## src/common/norm_check_pkg.sv

```systemverilog
/*
  Shared widths, constants and types of the ML-DSA infinity-norm check.
  Bounds follow the ML-DSA-65 parameter set (gamma1 = 2^19, beta = 196).
  Coefficients are residues modulo q held in the low 23 bits of a 24-bit lane.
*/
package norm_check_pkg;

    // Datapath widths
    localparam int coeff_w = 24;
    localparam int q_w = 23;
    localparam int lanes = 4;
    localparam int word_w = coeff_w * lanes;
    localparam int addr_w = 8;
    localparam int rand_w = 6;

    // One polynomial of 256 coefficients spans 64 memory words
    localparam int words_per_poly = 64;
    localparam int mem_depth = 1 << addr_w;

    typedef logic [coeff_w-1:0] coeff_t;
    typedef logic [word_w-1:0] mem_word_t;
    typedef logic [addr_w-1:0] mem_addr_t;
    typedef logic [1:0] chk_mode_t;
    typedef logic [rand_w-1:0] rand_t;

    // The ML-DSA modulus and the split point of the centered representation
    localparam logic [q_w-1:0] mldsa_q = 23'd8380417;
    localparam coeff_t mldsa_q_half = coeff_t'((mldsa_q - 1) / 2);

    // Scheme parameters that the three norm bounds are built from
    localparam int gamma1 = 1 << 19;
    localparam int gamma2 = (mldsa_q - 1) / 32;
    localparam int beta = 196;

    // A coefficient fails its check when the centered magnitude reaches the bound
    localparam coeff_t bound_z = coeff_t'(gamma1 - beta);
    localparam coeff_t bound_r0 = coeff_t'(gamma2 - beta);
    localparam coeff_t bound_ct0 = coeff_t'(gamma2);

    // Mode codes, where the unused code 3 falls back to the ct0 bound
    localparam chk_mode_t mode_z = 2'd0;
    localparam chk_mode_t mode_r0 = 2'd1;
    localparam chk_mode_t mode_ct0 = 2'd2;

endpackage

```

## src/common/coeff_rd_if.sv

```systemverilog
/*
  Read path of the coefficient memory. Data returns exactly one cycle
  after the request with rd_data_valid high, and the path never stalls.
*/
`timescale 1ns/1ns

interface coeff_rd_if;
    import norm_check_pkg::*;

    // Request side, driven by the read controller
    logic rd_en;
    mem_addr_t rd_addr;

    // Response side, driven by the memory
    logic rd_data_valid;
    mem_word_t rd_data;

    modport requester (
        output rd_en,
        output rd_addr
    );

    modport responder (
        input rd_en,
        input rd_addr,
        output rd_data_valid,
        output rd_data
    );

    // The check datapath only watches the returning words
    modport consumer (
        input rd_data_valid,
        input rd_data
    );

endinterface

```

## src/norm_check/norm_check_unit.sv

```systemverilog
/*
  Centered-magnitude bound check of one coefficient lane.
  Only the low 23 bits of the lane are used. Values at or above q get no
  second reduction and go through the same formula.
*/
`timescale 1ns/1ns

module norm_check_unit (
    input logic enable,
    input norm_check_pkg::chk_mode_t mode,
    input norm_check_pkg::coeff_t coeff,
    output logic invalid
);
    import norm_check_pkg::*;

    coeff_t val;
    coeff_t mag;
    coeff_t bound;

    // The top bit of the lane is padding and is dropped here
    assign val = coeff_t'(coeff[q_w-1:0]);

    // Upper half residues stand for negative values, so q - x is their size
    always_comb begin
        if (val > mldsa_q_half) begin
            mag = coeff_t'(mldsa_q) - val;
        end else begin
            mag = val;
        end
    end

    // Bound selection per mode, with the spare code acting as ct0
    always_comb begin
        case (mode)
            mode_z: bound = bound_z;
            mode_r0: bound = bound_r0;
            mode_ct0: bound = bound_ct0;
            default: bound = bound_ct0;
        endcase
    end

    // A lane is flagged only while its word is valid on the read bus
    assign invalid = enable && (mag >= bound);

endmodule

```

## src/norm_check/norm_check_top.sv

```systemverilog
/*
  Checks four lanes per returning word and keeps a sticky invalid flag.
  invalid is meaningful while done is high and clears one cycle later.
  ready follows done by one cycle.
*/
`timescale 1ns/1ns

module norm_check_top (
    input logic clk,
    input logic reset_n,
    input logic zeroize,
    input norm_check_pkg::chk_mode_t mode,
    coeff_rd_if.consumer rd,
    input logic last_beat,
    output logic invalid,
    output logic done,
    output logic ready
);
    import norm_check_pkg::*;

    logic [lanes-1:0] lane_invalid;
    logic any_invalid;
    logic flush_q;

    // One check unit per coefficient lane of the memory word
    for (genvar i = 0; i < lanes; i++) begin : gen_lane
        norm_check_unit i_norm_check_unit (
            .enable(rd.rd_data_valid),
            .mode(mode),
            .coeff(rd.rd_data[i*coeff_w +: coeff_w]),
            .invalid(lane_invalid[i])
        );
    end

    assign any_invalid = |lane_invalid;

    // A read already in flight at zeroize still returns a word next cycle
    always_ff @(posedge clk or negedge reset_n) begin
        if (!reset_n) begin
            flush_q <= 1'b0;
        end else begin
            flush_q <= zeroize;
        end
    end

    // Sticky OR of all lane flags, emptied once done has shown it
    always_ff @(posedge clk or negedge reset_n) begin
        if (!reset_n) begin
            invalid <= 1'b0;
        end else if (zeroize || done) begin
            invalid <= 1'b0;
        end else if (!flush_q) begin
            invalid <= invalid | any_invalid;
        end
    end

    // done lands in the cycle after the final word
    always_ff @(posedge clk or negedge reset_n) begin
        if (!reset_n) begin
            done <= 1'b0;
            ready <= 1'b0;
        end else if (zeroize) begin
            done <= 1'b0;
            ready <= 1'b0;
        end else begin
            done <= last_beat;
            // The extra cycle lets the caller capture invalid first
            ready <= done;
        end
    end

endmodule

```

## src/flat_wrapper.sv

```systemverilog
// flat-port wrapper written by rule: the top's interface ports become plain ports
module norm_check_top_flat import norm_check_pkg::*;
  (clk, reset_n, zeroize, mode, last_beat, invalid, done, ready, rd_rd_data_valid, rd_rd_data);
  coeff_rd_if rd_i ();
  input logic clk;
  input logic reset_n;
  input logic zeroize;
  input norm_check_pkg::chk_mode_t mode;
  input logic last_beat;
  output logic invalid;
  output logic done;
  output logic ready;
  input wire logic [$bits(rd_i.rd_data_valid)-1:0] rd_rd_data_valid;
  input wire logic [$bits(rd_i.rd_data)-1:0] rd_rd_data;
  assign rd_i.rd_data_valid = rd_rd_data_valid;
  assign rd_i.rd_data = rd_rd_data;
  norm_check_top u_core (.clk(clk), .reset_n(reset_n), .zeroize(zeroize), .mode(mode), .rd(rd_i), .last_beat(last_beat), .invalid(invalid), .done(done), .ready(ready));
endmodule
```

## config.mk

```make
export PLATFORM = sky130hd
export DESIGN_NAME = norm_check_top_flat
export DESIGN_NICKNAME = d
export VERILOG_FILES = /design/src/common/norm_check_pkg.sv /design/src/common/coeff_rd_if.sv /design/src/norm_check/norm_check_unit.sv /design/src/norm_check/norm_check_top.sv /design/src/flat_wrapper.sv
export SDC_FILE = /design/constraint.sdc
export NUM_CORES = 1
export LEC_CHECK = 0
export ABC_AREA = 0
export BUFFER_PORTS_ARGS = -buffer_cell sky130_fd_sc_hd__buf_2
export CELL_PAD_IN_SITES_DETAIL_PLACEMENT = 1
export CELL_PAD_IN_SITES_GLOBAL_PLACEMENT = 1
export CORE_MARGIN = 10
export CORE_UTILIZATION = 36
export CTS_CLUSTER_SIZE = 16
export DETAILED_ROUTE_END_ITERATION = 10
export HOLD_SLACK_MARGIN = 0.06
export PLACE_DENSITY_LB_ADDON = 0.3
export SYNTH_ARGS = -nofsm -noshare
export SYNTH_HDL_FRONTEND = slang
export SYNTH_SLANG_ARGS = --single-unit
```

## constraint.sdc

```tcl
create_clock -name clk -period 1.8 [get_ports clk]
set_input_delay 0.27 -clock clk [delete_from_list [all_inputs] [get_ports clk]]
set_output_delay 0.27 -clock clk [all_outputs]
set_load 0.01 [all_outputs]
```

==> results by group <==
Timing
  – Slew @ Worst Pin: 0.630 ns
  – Setup TNS: -1.77 ns
  – Finish-stage setup viols: 1
  – Minimum clock period: 3.57 ns
  – Rel. slew slack: 57.5%
  – Setup Skew: 0.0100 ns
  – Unrepaired setup endpoints after global routing: true
  – Final hold slack: 0.224 ns
  – Final Cycle Share: 198%
  – Final Hold Violating Endpoints: 0
  – Final WS setup: -1.77 ns
  – Final Max Tran Viols: 0
  – Highest Clock Rate: 280 MHz

Critical path
  – Worst-path maximum fanout: 3
  – Slowest CP cell: a211oi_2
  – Worst-path cell chain: buf_2 -> buf_4 -> inv_1 -> ha_1 -> or4b_1 -> nor4_1 -> buf_4 -> nor4bb_1 -> xor2_1 -> a21oi_1 -> nor4_2 -> nand3_1 -> a211oi_2 -> a31oi_2
  – Slowest Stage Delay on Critical Path: 0.57 ns
  – Crit. End Element: register
  – Critical path class: in2reg
  – Cell mode on critical path: buf_4
  – CP Data Arrival Time: 3.62 ns
  – Buffer and inverter count on the worst path: 4
  – CP Launch Type: input port
  – Kind of cell adding the most delay to the critical path: simple AND/OR/NAND/NOR gates
  – CP required: 1.85 ns

Placement
  – Cell Area, Placed: 0.00497 sq mm
  – Detailed Place HPWL: 14,600 um
  – Number of port buffers: 101
  – RePlAce Congestion: 0.876
  – DP Worst Slack: -1.67 ns
  – Dpl cells: 830

Detailed routing
  – Drt total wl: 25,400 um
  – Via count: 5,969
  – DR DRC count: 0
  – Routed WL per cell: 30.2 um
  – Vias per inst: 7.08
  – Antenna-violating nets left: 0
  – DRT iter0 DRCs: 739
  – Initial DRT Pass Iterations: 6

Clocking
  – Clk slew on worst S/H paths: 0.05 ns
  – Root buffer cell: clkbuf_8
  – H-tree depth: 1
  – Clk buf depth: 2
  – CTS tree: built
  – Worst-Skew Late Latency: 0.24 ns
  – Clock tree sinks: 4
  – CTS buffer count: 3

Synthesis
  – Distinct cells, synth: 69
  – Largest cells by area after synthesis: ha_1 (12%), xor2_1 (7.3%), nor2_1 (6.0%), a21oi_1 (5.5%), nand2_1 (4.4%)
  – Largest family of logic cells by synthesized area: simple AND/OR/NAND/NOR gates
  – Primary FF master, synth: dfrtp_1
  – Avg Cell Area, Syn: 6.68 sq um
  – Multiplexer area fraction after synthesis: 2.01%
  – Post-synthesis adder-cell area fraction: 11.7%
  – Async SR Flop Fraction: 100%
  – Post-synthesis cell area: 0.00298 sq mm
  – Post-synthesis simple-gate area fraction: 41.1%
  – Syn Nets: 578
  – Post-Synth XOR/XNOR Area: 9.10%
  – Synth Warn #: 0
  – Complex-gate fraction of the synthesized area: 28.6%
  – Seq/Total Area, Yosys: 3.35%
  – Syn Inst Count: 447
  – Synth Register Bits: 4
  – EDFF count, synth: 0
  – Yosys top cell by area: ha_1
  – Yosys top cell area share: 11.7%

Power
  – Power per Cell Area: 308 mW/mm^2
  – Leak Pwr: 2.51 nW
  – IR drop worst, VDD: 0.000128 V
  – Clock power share: 14.0%
  – Comb pwr share: 79.9%
  – Cell Int Power: 0.000800 W
  – Total net switching power: 0.000824 W
  – Sw Ratio: 50.7%
  – Register share of total power: 6.1%

Global route
  – Vias in the first global route: 6,182
  – First-pass GRT wire length: 33,800 um
  – Initial antenna violation count: 2
  – GRT Overall Usage: 32.9%
  – Largest net degree at the start of global routing: 13
  – Grt ovf: 0

Cells and area
  – Fin cells: 843
  – Layout area overhead: 76.5%
  – Final nets: 867
  – Share of cells above drive strength 1: 46.7%
  – Final Cell Area: 0.00527 sq mm
  – # fillers: 1,063

Floorplanning
  – Core ar.: 0.00813 sq mm
  – Die width: 111 um
  – Initial Util: 36.7%
  – Die ar.: 0.0123 sq mm
  – Chip height: 111 um
  – IO Pins: 106
  – Num rows: 33

Outcome
  – Status: finished, violations left
  – Failing checks: negative setup slack

Job
  – Max Cap Viol: 0

Hold path
  – HP Class: in2reg
-- worst paths after layout --
| check | cells past startpoint | slack, ns | startpoint | to |
|---|---|---|---|---|
| min reg2reg | 1 | 0.60 | u_core.done$_DFF_PN0_ | u_core.ready$_DFF_PN0_ |
| max | 14 | -1.77 | rd_rd_data[2] | u_core.invalid$_DFFE_PN0P_ |
| min | 1 | 0.22 | zeroize | u_core.flush_q$_DFF_PN0_ |
| min in group asynchronous | 2 | 0.43 | reset_n | u_core.ready$_DFF_PN0_ |
| max in group asynchronous | 2 | 1.16 | reset_n | u_core.flush_q$_DFF_PN0_ |
| max reg2reg | 7 | -0.56 | u_core.invalid$_DFFE_PN0P_ | u_core.invalid$_DFFE_PN0P_ |
-- state kept, by name (all words and copies together) (netlist names) --
name            cells
u_core.done         1
u_core.flush_q      1
u_core.invalid      1
u_core.ready        1
-- cell families after synthesis --
family | count (synthesis)
adder cells (fa/ha/maj) | 28
AO/OA/AOI/OAI | 127
buffers and inverters | 31
XOR/XNOR | 31
flip-flops | 4
AND/OR/NAND/NOR | 220
multiplexers | 6
-- layout make-up --
type	count	area, sq um	share of cell area (%)
Timing Repair Buffer	291	1940	36.8
Inverter	24	90.1	1.71
Tap cell	105	131	2.49
Antenna cell	4	10.0	0.190
Clock buffer	3	41.3	0.784
Sequential cell	4	100	1.90
Multi-Input combinational cell	412	2960	56.1
-- cell usage after synthesis (10+ instances only) --
library cell,instances
nor2_1,48
xor2_1,25
nand4_1,17
nand2_1,35
nor3_1,20
a21oi_1,33
a31oi_1,13
ha_1,28
inv_1,24
nor2b_1,10
nor4_1,13
nand3_1,23
o21ai_0,21
-- through the flow --
step	total power (W)	util, %
5_1_grt	0.00167	64.7
4_1_cts	0.00140	63.1
3_3_place_gp	0.00104	61.2
2_1_floorplan	0.000508	-
6_report	0.00162	64.8
3_5_place_dp	0.00114	61.2
-- cells in the final DEF, fill, tap and decap left out, types with 12 or more instances in the layout --
master / count
ha_1: 26
a21oi_1: 29
nand3_1: 22
a31oi_1: 12
nor2_1: 47
buf_2: 101
o21ai_0: 18
nand4_1: 17
buf_4: 188
nand2_1: 35
nor3_1: 16
inv_1: 24
xor2_1: 24
-- per-layer routing --
metal / track usage (%) / part of all wire [%] / up-vias
met5: 0 / 0 / -
met1: 34.5 / 34 / 2753
met4: 27.4 / 11 / 0
met2: 55.4 / 45 / 624
li1: - / - / 2313
met3: 6.60 / 10 / 279
-- power groups by stage --
stage / Clock, W / Combinational (W) / Sequential, W
detailed placement: 0 / 0.00104 / 0.0000991
CTS: 0.000197 / 0.00110 / 0.0000981
finish: 0.000227 / 0.00130 / 0.0000988
floorplan: 0 / 0.000409 / 0.0000995
global placement: 0 / 0.000940 / 0.0000983
global route: 0.000228 / 0.00135 / 0.0000991
-- what timing repair did --
item / CTS / global route
hold buffers: 1 / 0
resized for setup: 16 / 24
pin swaps: 9 / 18
buffers inserted: 2 / 3
hold endpoints to repair: 4 / 0
setup endpoints to repair: 1 / 1
(Power assumes the default switching activity.)
