==> src/common/norm_check_pkg.sv <==
/*
  Shared widths, constants and types of the ML-DSA infinity-norm check.
  Bounds follow the ML-DSA-65 parameter set (gamma1 = 2^19, beta = 196).
  Coefficients are residues modulo q held in the low 23 bits of a 24-bit lane.
*/
package norm_check_pkg;

    // Datapath widths
    localparam int coeff_w = 24;
    localparam int q_w = 23;
    localparam int lanes = 4;
    localparam int word_w = coeff_w * lanes;
    localparam int addr_w = 8;
    localparam int rand_w = 6;

    // One polynomial of 256 coefficients spans 64 memory words
    localparam int words_per_poly = 64;
    localparam int mem_depth = 1 << addr_w;

    typedef logic [coeff_w-1:0] coeff_t;
    typedef logic [word_w-1:0] mem_word_t;
    typedef logic [addr_w-1:0] mem_addr_t;
    typedef logic [1:0] chk_mode_t;
    typedef logic [rand_w-1:0] rand_t;

    // The ML-DSA modulus and the split point of the centered representation
    localparam logic [q_w-1:0] mldsa_q = 23'd8380417;
    localparam coeff_t mldsa_q_half = coeff_t'((mldsa_q - 1) / 2);

    // Scheme parameters that the three norm bounds are built from
    localparam int gamma1 = 1 << 19;
    localparam int gamma2 = (mldsa_q - 1) / 32;
    localparam int beta = 196;

    // A coefficient fails its check when the centered magnitude reaches the bound
    localparam coeff_t bound_z = coeff_t'(gamma1 - beta);
    localparam coeff_t bound_r0 = coeff_t'(gamma2 - beta);
    localparam coeff_t bound_ct0 = coeff_t'(gamma2);

    // Mode codes, where the unused code 3 falls back to the ct0 bound
    localparam chk_mode_t mode_z = 2'd0;
    localparam chk_mode_t mode_r0 = 2'd1;
    localparam chk_mode_t mode_ct0 = 2'd2;

endpackage

==> src/common/coeff_rd_if.sv <==
/*
  Read path of the coefficient memory. Data returns exactly one cycle
  after the request with rd_data_valid high, and the path never stalls.
*/
`timescale 1ns/1ns

interface coeff_rd_if;
    import norm_check_pkg::*;

    // Request side, driven by the read controller
    logic rd_en;
    mem_addr_t rd_addr;

    // Response side, driven by the memory
    logic rd_data_valid;
    mem_word_t rd_data;

    modport requester (
        output rd_en,
        output rd_addr
    );

    modport responder (
        input rd_en,
        input rd_addr,
        output rd_data_valid,
        output rd_data
    );

    // The check datapath only watches the returning words
    modport consumer (
        input rd_data_valid,
        input rd_data
    );

endinterface

==> src/norm_check/norm_check_ctrl.sv <==
/*
  Issues the 64 reads of one polynomial in an order rotated by the
  randomness input. Enables that arrive while busy are dropped, and
  zeroize aborts a run without a last_beat.
*/
`timescale 1ns/1ns

module norm_check_ctrl (
    input logic clk,
    input logic reset_n,
    input logic zeroize,
    input logic enable,
    input norm_check_pkg::rand_t randomness,
    input norm_check_pkg::mem_addr_t base_addr,
    coeff_rd_if.requester rd,
    output logic last_beat
);
    import norm_check_pkg::*;

    typedef enum logic [1:0] {
        st_idle,
        st_reading,
        st_drain
    } state_t;

    state_t state;
    rand_t step;
    rand_t next_off;
    rand_t rand_q;
    mem_addr_t base_q;
    mem_addr_t rd_addr_q;
    logic rd_en_q;
    logic start;
    logic last_step;

    // A run starts only from idle, so an enable during a run is ignored
    assign start = (state == st_idle) && enable;
    assign last_step = (step == rand_t'(words_per_poly - 1));

    // Offset of the next read, wrapping inside the 64-word polynomial
    assign next_off = step + rand_t'(1) + rand_q;

    always_ff @(posedge clk or negedge reset_n) begin
        if (!reset_n) begin
            state <= st_idle;
            step <= '0;
            rd_en_q <= 1'b0;
        end else if (zeroize) begin
            state <= st_idle;
            step <= '0;
            rd_en_q <= 1'b0;
        end else begin
            case (state)
                st_idle: begin
                    if (enable) begin
                        state <= st_reading;
                        step <= '0;
                        rd_en_q <= 1'b1;
                    end
                end
                st_reading: begin
                    // The 64th request is on the bus during this cycle
                    if (last_step) begin
                        state <= st_drain;
                        rd_en_q <= 1'b0;
                    end else begin
                        step <= step + rand_t'(1);
                    end
                end
                // One cycle for the final word to come back from memory
                st_drain: state <= st_idle;
                default: state <= st_idle;
            endcase
        end
    end

    // Base and rotation are latched at the start so they may change later
    always_ff @(posedge clk) begin
        if (start) begin
            base_q <= base_addr;
            rand_q <= randomness;
            rd_addr_q <= base_addr + mem_addr_t'(randomness);
        end else if (state == st_reading) begin
            // Addresses wrap modulo 256 above the base
            rd_addr_q <= base_q + mem_addr_t'(next_off);
        end
    end

    assign rd.rd_en = rd_en_q;
    assign rd.rd_addr = rd_addr_q;

    // The final data word is valid exactly while the FSM drains
    assign last_beat = (state == st_drain);

endmodule

==> src/flat_wrapper.sv <==
// flat-port wrapper written by rule: the top's interface ports become plain ports
module norm_check_ctrl_flat import norm_check_pkg::*;
  (clk, reset_n, zeroize, enable, randomness, base_addr, last_beat, rd_rd_en, rd_rd_addr);
  coeff_rd_if rd_i ();
  input logic clk;
  input logic reset_n;
  input logic zeroize;
  input logic enable;
  input norm_check_pkg::rand_t randomness;
  input norm_check_pkg::mem_addr_t base_addr;
  output logic last_beat;
  output wire logic [$bits(rd_i.rd_en)-1:0] rd_rd_en;
  output wire logic [$bits(rd_i.rd_addr)-1:0] rd_rd_addr;
  assign rd_rd_en = rd_i.rd_en;
  assign rd_rd_addr = rd_i.rd_addr;
  norm_check_ctrl u_core (.clk(clk), .reset_n(reset_n), .zeroize(zeroize), .enable(enable), .randomness(randomness), .base_addr(base_addr), .rd(rd_i), .last_beat(last_beat));
endmodule
==> config.mk <==
export PLATFORM = sky130hd
export DESIGN_NAME = norm_check_ctrl_flat
export DESIGN_NICKNAME = d
export VERILOG_FILES = /design/src/common/norm_check_pkg.sv /design/src/common/coeff_rd_if.sv /design/src/norm_check/norm_check_ctrl.sv /design/src/flat_wrapper.sv
export SDC_FILE = /design/constraint.sdc
export NUM_CORES = 1
export LEC_CHECK = 0
export BUFFER_PORTS_ARGS = -buffer_cell sky130_fd_sc_hd__buf_2
export CELL_PAD_IN_SITES_DETAIL_PLACEMENT = 0
export CELL_PAD_IN_SITES_GLOBAL_PLACEMENT = 1
export CORE_UTILIZATION = 48
export DETAILED_ROUTE_END_ITERATION = 8
export GPL_TIMING_DRIVEN = 1
export PLACE_DENSITY_LB_ADDON = 0.3
export SLEW_MARGIN = 0
export SYNTH_ARGS = -nofsm -noshare
export SYNTH_HDL_FRONTEND = slang
export SYNTH_SLANG_ARGS = --single-unit
==> constraint.sdc <==
create_clock -name clk -period 8.6 [get_ports clk]
set_clock_uncertainty 0.05 [all_clocks]
set_input_delay 0 -clock clk [delete_from_list [all_inputs] [get_ports clk]]
set_output_delay 0 -clock clk [all_outputs]
set_load 0.05 [all_outputs]
==> run_results.csv, run 1 <==
group,metric,value,unit
routing,drc_errors,0,
routing,viasPerCell,5.40,
routing,wl_per_cell,14.2,um
placement,port_buffers,27,
floorplanning,die_w,66.2,um
pwr,powerDensity,175,mW/mm2
cts,cts_sinks,31,
cts,cts_buffer_depth,2,
routing,dr.first_iter.drc_count,18,
floorplanning,ios,28,
yosys,synth_area_leaders,"edfxtp_1 (33%), ha_1 (12%), dfrtp_1 (11%)",
floorplanning,design.die.area,0.00438,mm2
min_path,worstHoldPathType,"in -> async",
placement,hpwl,3020,um
final_layout,finalNetCount,268,
global_routing,grt_pass1_wl,6730,um
final_layout,drive_gt1_share,19.7,%
final_layout,n_antenna_cell,0,
yosys,synth_area,0.00198,mm2
floorplanning,rows,22,
pwr,ir_drop,0.0000983,V
cts,cts_max_level,2,
sta,worst_slew_pin_slew,0.829,ns
routing,dr_total_vias,1495,
pwr,sequentialPowerShare,43.1,%
outcome,status,"finished, final reports clean",
yosys,ys_seq_area_share,44.8,%
worst_setup_path,start_kind,"flop",
floorplanning,core_area,0.00380,mm2
worst_setup_path,criticalPathCategory,"reg -> reg",
pwr,internal_power,0.282,mW
sta,finalSetupViolCount,0,
sta,finalSetupTns,0,ns
pwr,p_clk_share,25.8,%
global_routing,grt_pass1_vias,1510,
sta,finalCritPeriodShare,36.7,%
cts,clk_pin_slew,0.07,ns
flow_run,drv_cap,0,
pwr,comb_power_share,31.1,%
cts,insertion_delay,0.28,ns
pwr,netSwitchingFraction,33.5,%
cts,cts_made_buffers,5,
routing,drtPass1Iterations,4,
yosys,ys.flop_type,"edfxtp_1",
pwr,power,0.424,mW
floorplanning,initial_core_util,52.0,%
yosys,avgSynthCellArea,11.1,um2
sta,grt_setup_unrepaired,"no",
placement,gp_congestion,0.819,
global_routing,antenna_found_initial,0,
final_layout,fin_cells,277,
sta,layout_setup_ws,5.45,ns
sta,relSlewSlack,44.5,%
cts,cts_tree,"done",
final_layout,synthToLayoutAreaGrowth,22.3,%
yosys,synth.top_cell.area_share,33.4,%
yosys,yosysTopAreaCell,"edfxtp_1",
yosys,synth_cells,178,
pwr,p_switching,0.142,mW
worst_setup_path,path_max_fanout,6,
yosys,synth_most_common_cell,"edfxtp_1",
worst_setup_path,cp.required,8.56,ns
yosys,ys_ff_latch,31,
sta,max_freq,317,MHz
yosys,yosys_warnings,0,
global_routing,grt_start_max_net_pins,27,
placement,dp_slack,5.45,ns
placement,dp.cells,253,
global_routing,grt.total_usage,21.1,%
cts,cts_resized,0,
worst_setup_path,critPathArrivalTime,3.12,ns
sta,maxSlewViolCount,0,
yosys,synth_common_cells,"edfxtp_1 (22), ha_1 (19), nor2_1 (18)",
floorplanning,die_h,66.2,um
yosys,yosysUniqueCellTypes,38,
yosys,synthArstFlopShare,29.0,%
routing,drt-total-wl,3940,um
cts,cts_root_buf,"clkbuf_8",
pwr,static-leakage-power,1.04,nW
yosys,synth_enable_flop_cells,22,
sta,min_period,3.15,ns
global_routing,grt-ovfl-total,0,
yosys,syn_nets,218,
worst_setup_path,cp-end-kind,"flop",
routing,ant_nets,0,
sta,hold_viol_final,0,
-- worst paths after layout --
check | from | endpoint | slack, ns | cells past startpoint
setup / recovery | u_core.step[0]$_DFFE_PN0P_ | u_core.rd.rd_addr[6]$_DFFE_PP_ | 5.45 | 13
hold reg to reg | u_core.step[5]$_DFFE_PN0P_ | u_core.step[5]$_DFFE_PN0P_ | 0.48 | 1
min in group clk | enable | u_core.rd.rd_en$_DFFE_PN0P_ | 0.13 | 4
max in group asynchronous | reset_n | u_core.rd.rd_en$_DFFE_PN0P_ | 8.26 | 2
setup reg to reg | u_core.step[0]$_DFFE_PN0P_ | u_core.rd.rd_addr[6]$_DFFE_PP_ | 5.45 | 13
hold / removal | reset_n | u_core.step[1]$_DFFE_PN0P_ | 0.05 | 2
-- kinds of logic after synthesis --
family	after synthesis	synth area share, %
AND/OR/NAND/NOR	50	12.3
multiplexers	5	2.59
XOR/XNOR	14	6.20
adder cells (fa/ha/maj)	22	15.1
AO/OA/AOI/OAI	48	17.5
buffers and inverters	8	1.58
flip-flops	31	44.8
-- power by group through the flow --
stage          sequential, mW  combinational, mW  clock (mW)
2_1_floorplan           0.216             0.0673           0
3_3_place_gp            0.186              0.124           0
3_5_place_dp            0.186              0.127           0
4_1_cts                 0.183              0.133       0.112
5_1_grt                 0.184              0.145       0.117
6_report                0.183              0.132       0.109
-- sequential cells by signal (all words and copies together), names as in the netlist --
register	count
u_core.rd.rd_addr	8
u_core.base_q	8
u_core.rd.rd_en	1
u_core.state	2
u_core.rand_q	6
u_core.step	6
-- per-stage QoR --
step                utilization [%]  hold slack, ns  cell area, um2
floorplan                         -          -0.346            1980
global placement               57.2          -0.194            2170
detailed placement             57.2          -0.188            2170
CTS                            63.7          0.0516            2420
global route                   63.7          0.0690            2420
finish                         63.7          0.0540            2420
-- critical path, stage by stage (launching register included) --
cell	delay (ns)
dfrtp_1	0.43
ha_1	0.37
ha_1	0.28
a21o_1	0.16
a21oi_1	0.21
o21bai_1	0.09
a21oi_1	0.17
xnor2_1	0.18
ha_1	0.33
nor2_1	0.07
nand2_1	0.06
o21ai_0	0.06
a2111oi_0	0.36
a31oi_1	0.07
-- layout by cell type (no fill, tap or decap), drive strengths merged, types with 4 or more instances in the layout --
cell type / count
a21oi: 12
dfrtp: 9
nand3: 4
clkbuf: 5
ha: 19
xnor2: 8
nand2: 8
edfxtp: 22
o21ai: 14
dlygate4sd3: 16
buf: 28
inv: 7
o21bai: 4
nor2: 19
mux2i: 4
a211oi: 4
nor2b: 8
xor2: 6
-- final cells by class --
cell class	count	area, um2
tap	48	60.1
timing repair buffer	44	303
inverter	7	26.3
clock buffer	5	68.8
multi-input combinational	139	1060
sequential	31	886
clock inverter	3	15.0
fill	335	1380
-- layer usage --
metal / routed length [um] / vias to the layer above / GRT usage (%)
met1: 1770 / 699 / 25.4
met5: 0 / - / 0
met4: 72 / 0 / 7.45
li1: - / 756 / -
met3: 162 / 9 / 5.86
met2: 1930 / 31 / 36.0
-- timing repair --
action | CTS | global route
hold endpoints to repair | 25 | 0
hold buffers | 16 | 0
setup buffers | 0 | 0
Note: power is estimated with default switching activity, not from simulation.
==> run 2, diff against run 1 <==
CORE_UTILIZATION = 41   (was 48)
clock period = 2.9 ns   (was 8.6 ns; I/O delays follow)
==> run 2 against run 1 <==
Die area increased by 17%. Hold slack improved by 0.0069 ns. Total power increased to 3.1 times the previous value. Final cell count increased by 7.2%. Final area increased by 10%. Sequential cell count unchanged. Critical path type unchanged. Highest routed layer unchanged.
==> run_results.csv, run 2 (synthesized netlist as in run 1, its figures left out) <==
group,metric,value,unit
pwr,power,1.31,mW
routing,drtPass1Iterations,4,
sta,grt_setup_unrepaired,"yes",
cts,clk_pin_slew,0.06,ns
placement,hpwl,3170,um
floorplanning,rows,24,
floorplanning,ios,28,
routing,dr_total_vias,1557,
worst_setup_path,criticalPathCategory,"reg -> reg",
worst_setup_path,cp.required,2.87,ns
global_routing,grt_pass1_vias,1599,
global_routing,grt.total_usage,18.5,%
pwr,powerDensity,493,mW/mm2
cts,cts_sinks,31,
cts,cts_tree,"done",
cts,insertion_delay,0.28,ns
global_routing,grt_start_max_net_pins,20,
final_layout,layout_commonest_cell,"buf_2",
final_layout,finalNetCount,284,
sta,finalSetupTns,0,ns
final_layout,n_antenna_cell,0,
sta,finalCritPeriodShare,99.6,%
floorplanning,initial_core_util,43.9,%
outcome,status,"finished, final reports clean",
cts,cts_max_level,2,
placement,port_buffers,27,
worst_setup_path,start_kind,"flop",
floorplanning,die_w,71.4,um
final_layout,stdcell_area,0.00266,mm2
sta,finalSetupViolCount,0,
cts,cts_root_buf,"clkbuf_8",
global_routing,antenna_found_initial,0,
pwr,ir_drop,0.000214,V
final_layout,synthToLayoutAreaGrowth,34.7,%
sta,max_freq,346,MHz
pwr,static-leakage-power,1.14,nW
cts,cts_made_buffers,5,
sta,maxSlewViolCount,0,
worst_setup_path,path_max_fanout,3,
sta,min_period,2.89,ns
routing,ant_nets,0,
worst_setup_path,critPathArrivalTime,2.86,ns
routing,dr.first_iter.drc_count,61,
final_layout,fillCellCount,396,
floorplanning,design.die.area,0.00510,mm2
sta,hold_viol_final,0,
routing,viasPerCell,5.24,
routing,drc_errors,0,
final_layout,drive_gt1_share,30.6,%
final_layout,most-common-layout-cells,"buf_2 (27), edfxtp_1 (22), nor2_1 (18), dlygate4sd3_1 (16)",
sta,relSlewSlack,47.5,%
flow_run,drv_cap,0,
global_routing,grt_pass1_wl,7270,um
worst_setup_path,cp-end-kind,"flop",
global_routing,grt-ovfl-total,0,
sta,worst_slew_pin_slew,0.785,ns
floorplanning,core_area,0.00450,mm2
floorplanning,die_h,71.4,um
placement,gp_congestion,0.784,
min_path,worstHoldPathType,"in -> async",
routing,drt-total-wl,4340,um
placement,dpl_cell_area,0.00227,mm2
routing,wl_per_cell,14.6,um
cts,cts_buffer_depth,2,
==> run 2: timing repair <==
action | 4_1_cts | 5_1_grt
pin swaps | 5 | 21
endpoints found under the hold margin | 25 | 0
buffers inserted | 1 | 4
setup endpoints to repair | 2 | 3
hold buffers | 16 | 0
gates resized for setup | 8 | 16
==> run 2: area by class of cell <==
type | count | area (um2) | share of cell area (%)
repair buffers | 60 | 430 | 16.2
flip-flops and latches | 31 | 886 | 33.3
clock buffers | 8 | 80.1 | 3.01
multi-input cells | 139 | 1180 | 44.2
inverters | 7 | 26.3 | 0.986
well taps | 52 | 65.1 | 2.44
==> run 2: critical path, stage by stage (launching register included) <==
cell and delay [ns]:
dfrtp_1 0.41, ha_4 0.18, xor2_1 0.15, ha_1 0.36
a21oi_2 0.18, o21bai_1 0.11, a21oi_2 0.17, xnor2_2 0.17
ha_4 0.25, a21oi_2 0.13, o21ai_1 0.08, a2111oi_2 0.32
a31oi_1 0.07
==> run 2: report_power, final <==
group / total [mW] / internal [mW] / switching [mW]
Combinational: 0.450 / 0.187 / 0.263
Clock: 0.319 / 0.170 / 0.149
Sequential: 0.545 / 0.527 / 0.0182
==> run 2: per-layer routing <==
layer  vias to the layer above  track usage (%)  part of all wire (%)
met1                       738             23.1                    44
met5                         -                0                     0
li1                        791                -                     -
met3                         7             2.53                   2.0
met2                        21             32.6                    52
met4                         0             7.33                   1.7
==> run 2: worst paths after layout <==
check | endpoint | cells past startpoint | start | slack (ns)
max in group asynchronous | u_core.step[1]$_DFFE_PN0P_ | 2 | reset_n | 2.56
worst min register to register | u_core.step[5]$_DFFE_PN0P_ | 1 | u_core.step[5]$_DFFE_PN0P_ | 0.49
worst max register to register | u_core.rd.rd_addr[6]$_DFFE_PP_ | 12 | u_core.step[1]$_DFFE_PN0P_ | 0.01
worst max-delay path | u_core.rd.rd_addr[6]$_DFFE_PP_ | 12 | u_core.step[1]$_DFFE_PN0P_ | 0.01
min in group clk | u_core.rd.rd_en$_DFFE_PN0P_ | 4 | enable | 0.13
worst min-delay path | u_core.rd.rd_en$_DFFE_PN0P_ | 2 | reset_n | 0.06
==> run 2: per-stage QoR <==
stage / util [%] / worst slack, ns / cells / hold WS [ns]
2_1_floorplan: - / 0.0273 / 178 / -0.346
3_3_place_gp: 50.3 / -0.0238 / 268 / -0.193
3_5_place_dp: 50.3 / -0.0591 / 268 / -0.185
4_1_cts: 56.6 / -0.0329 / 293 / 0.0629
5_1_grt: 59.1 / -0.0965 / 297 / 0.0832
6_report: 59.1 / 0.0124 / 297 / 0.0609
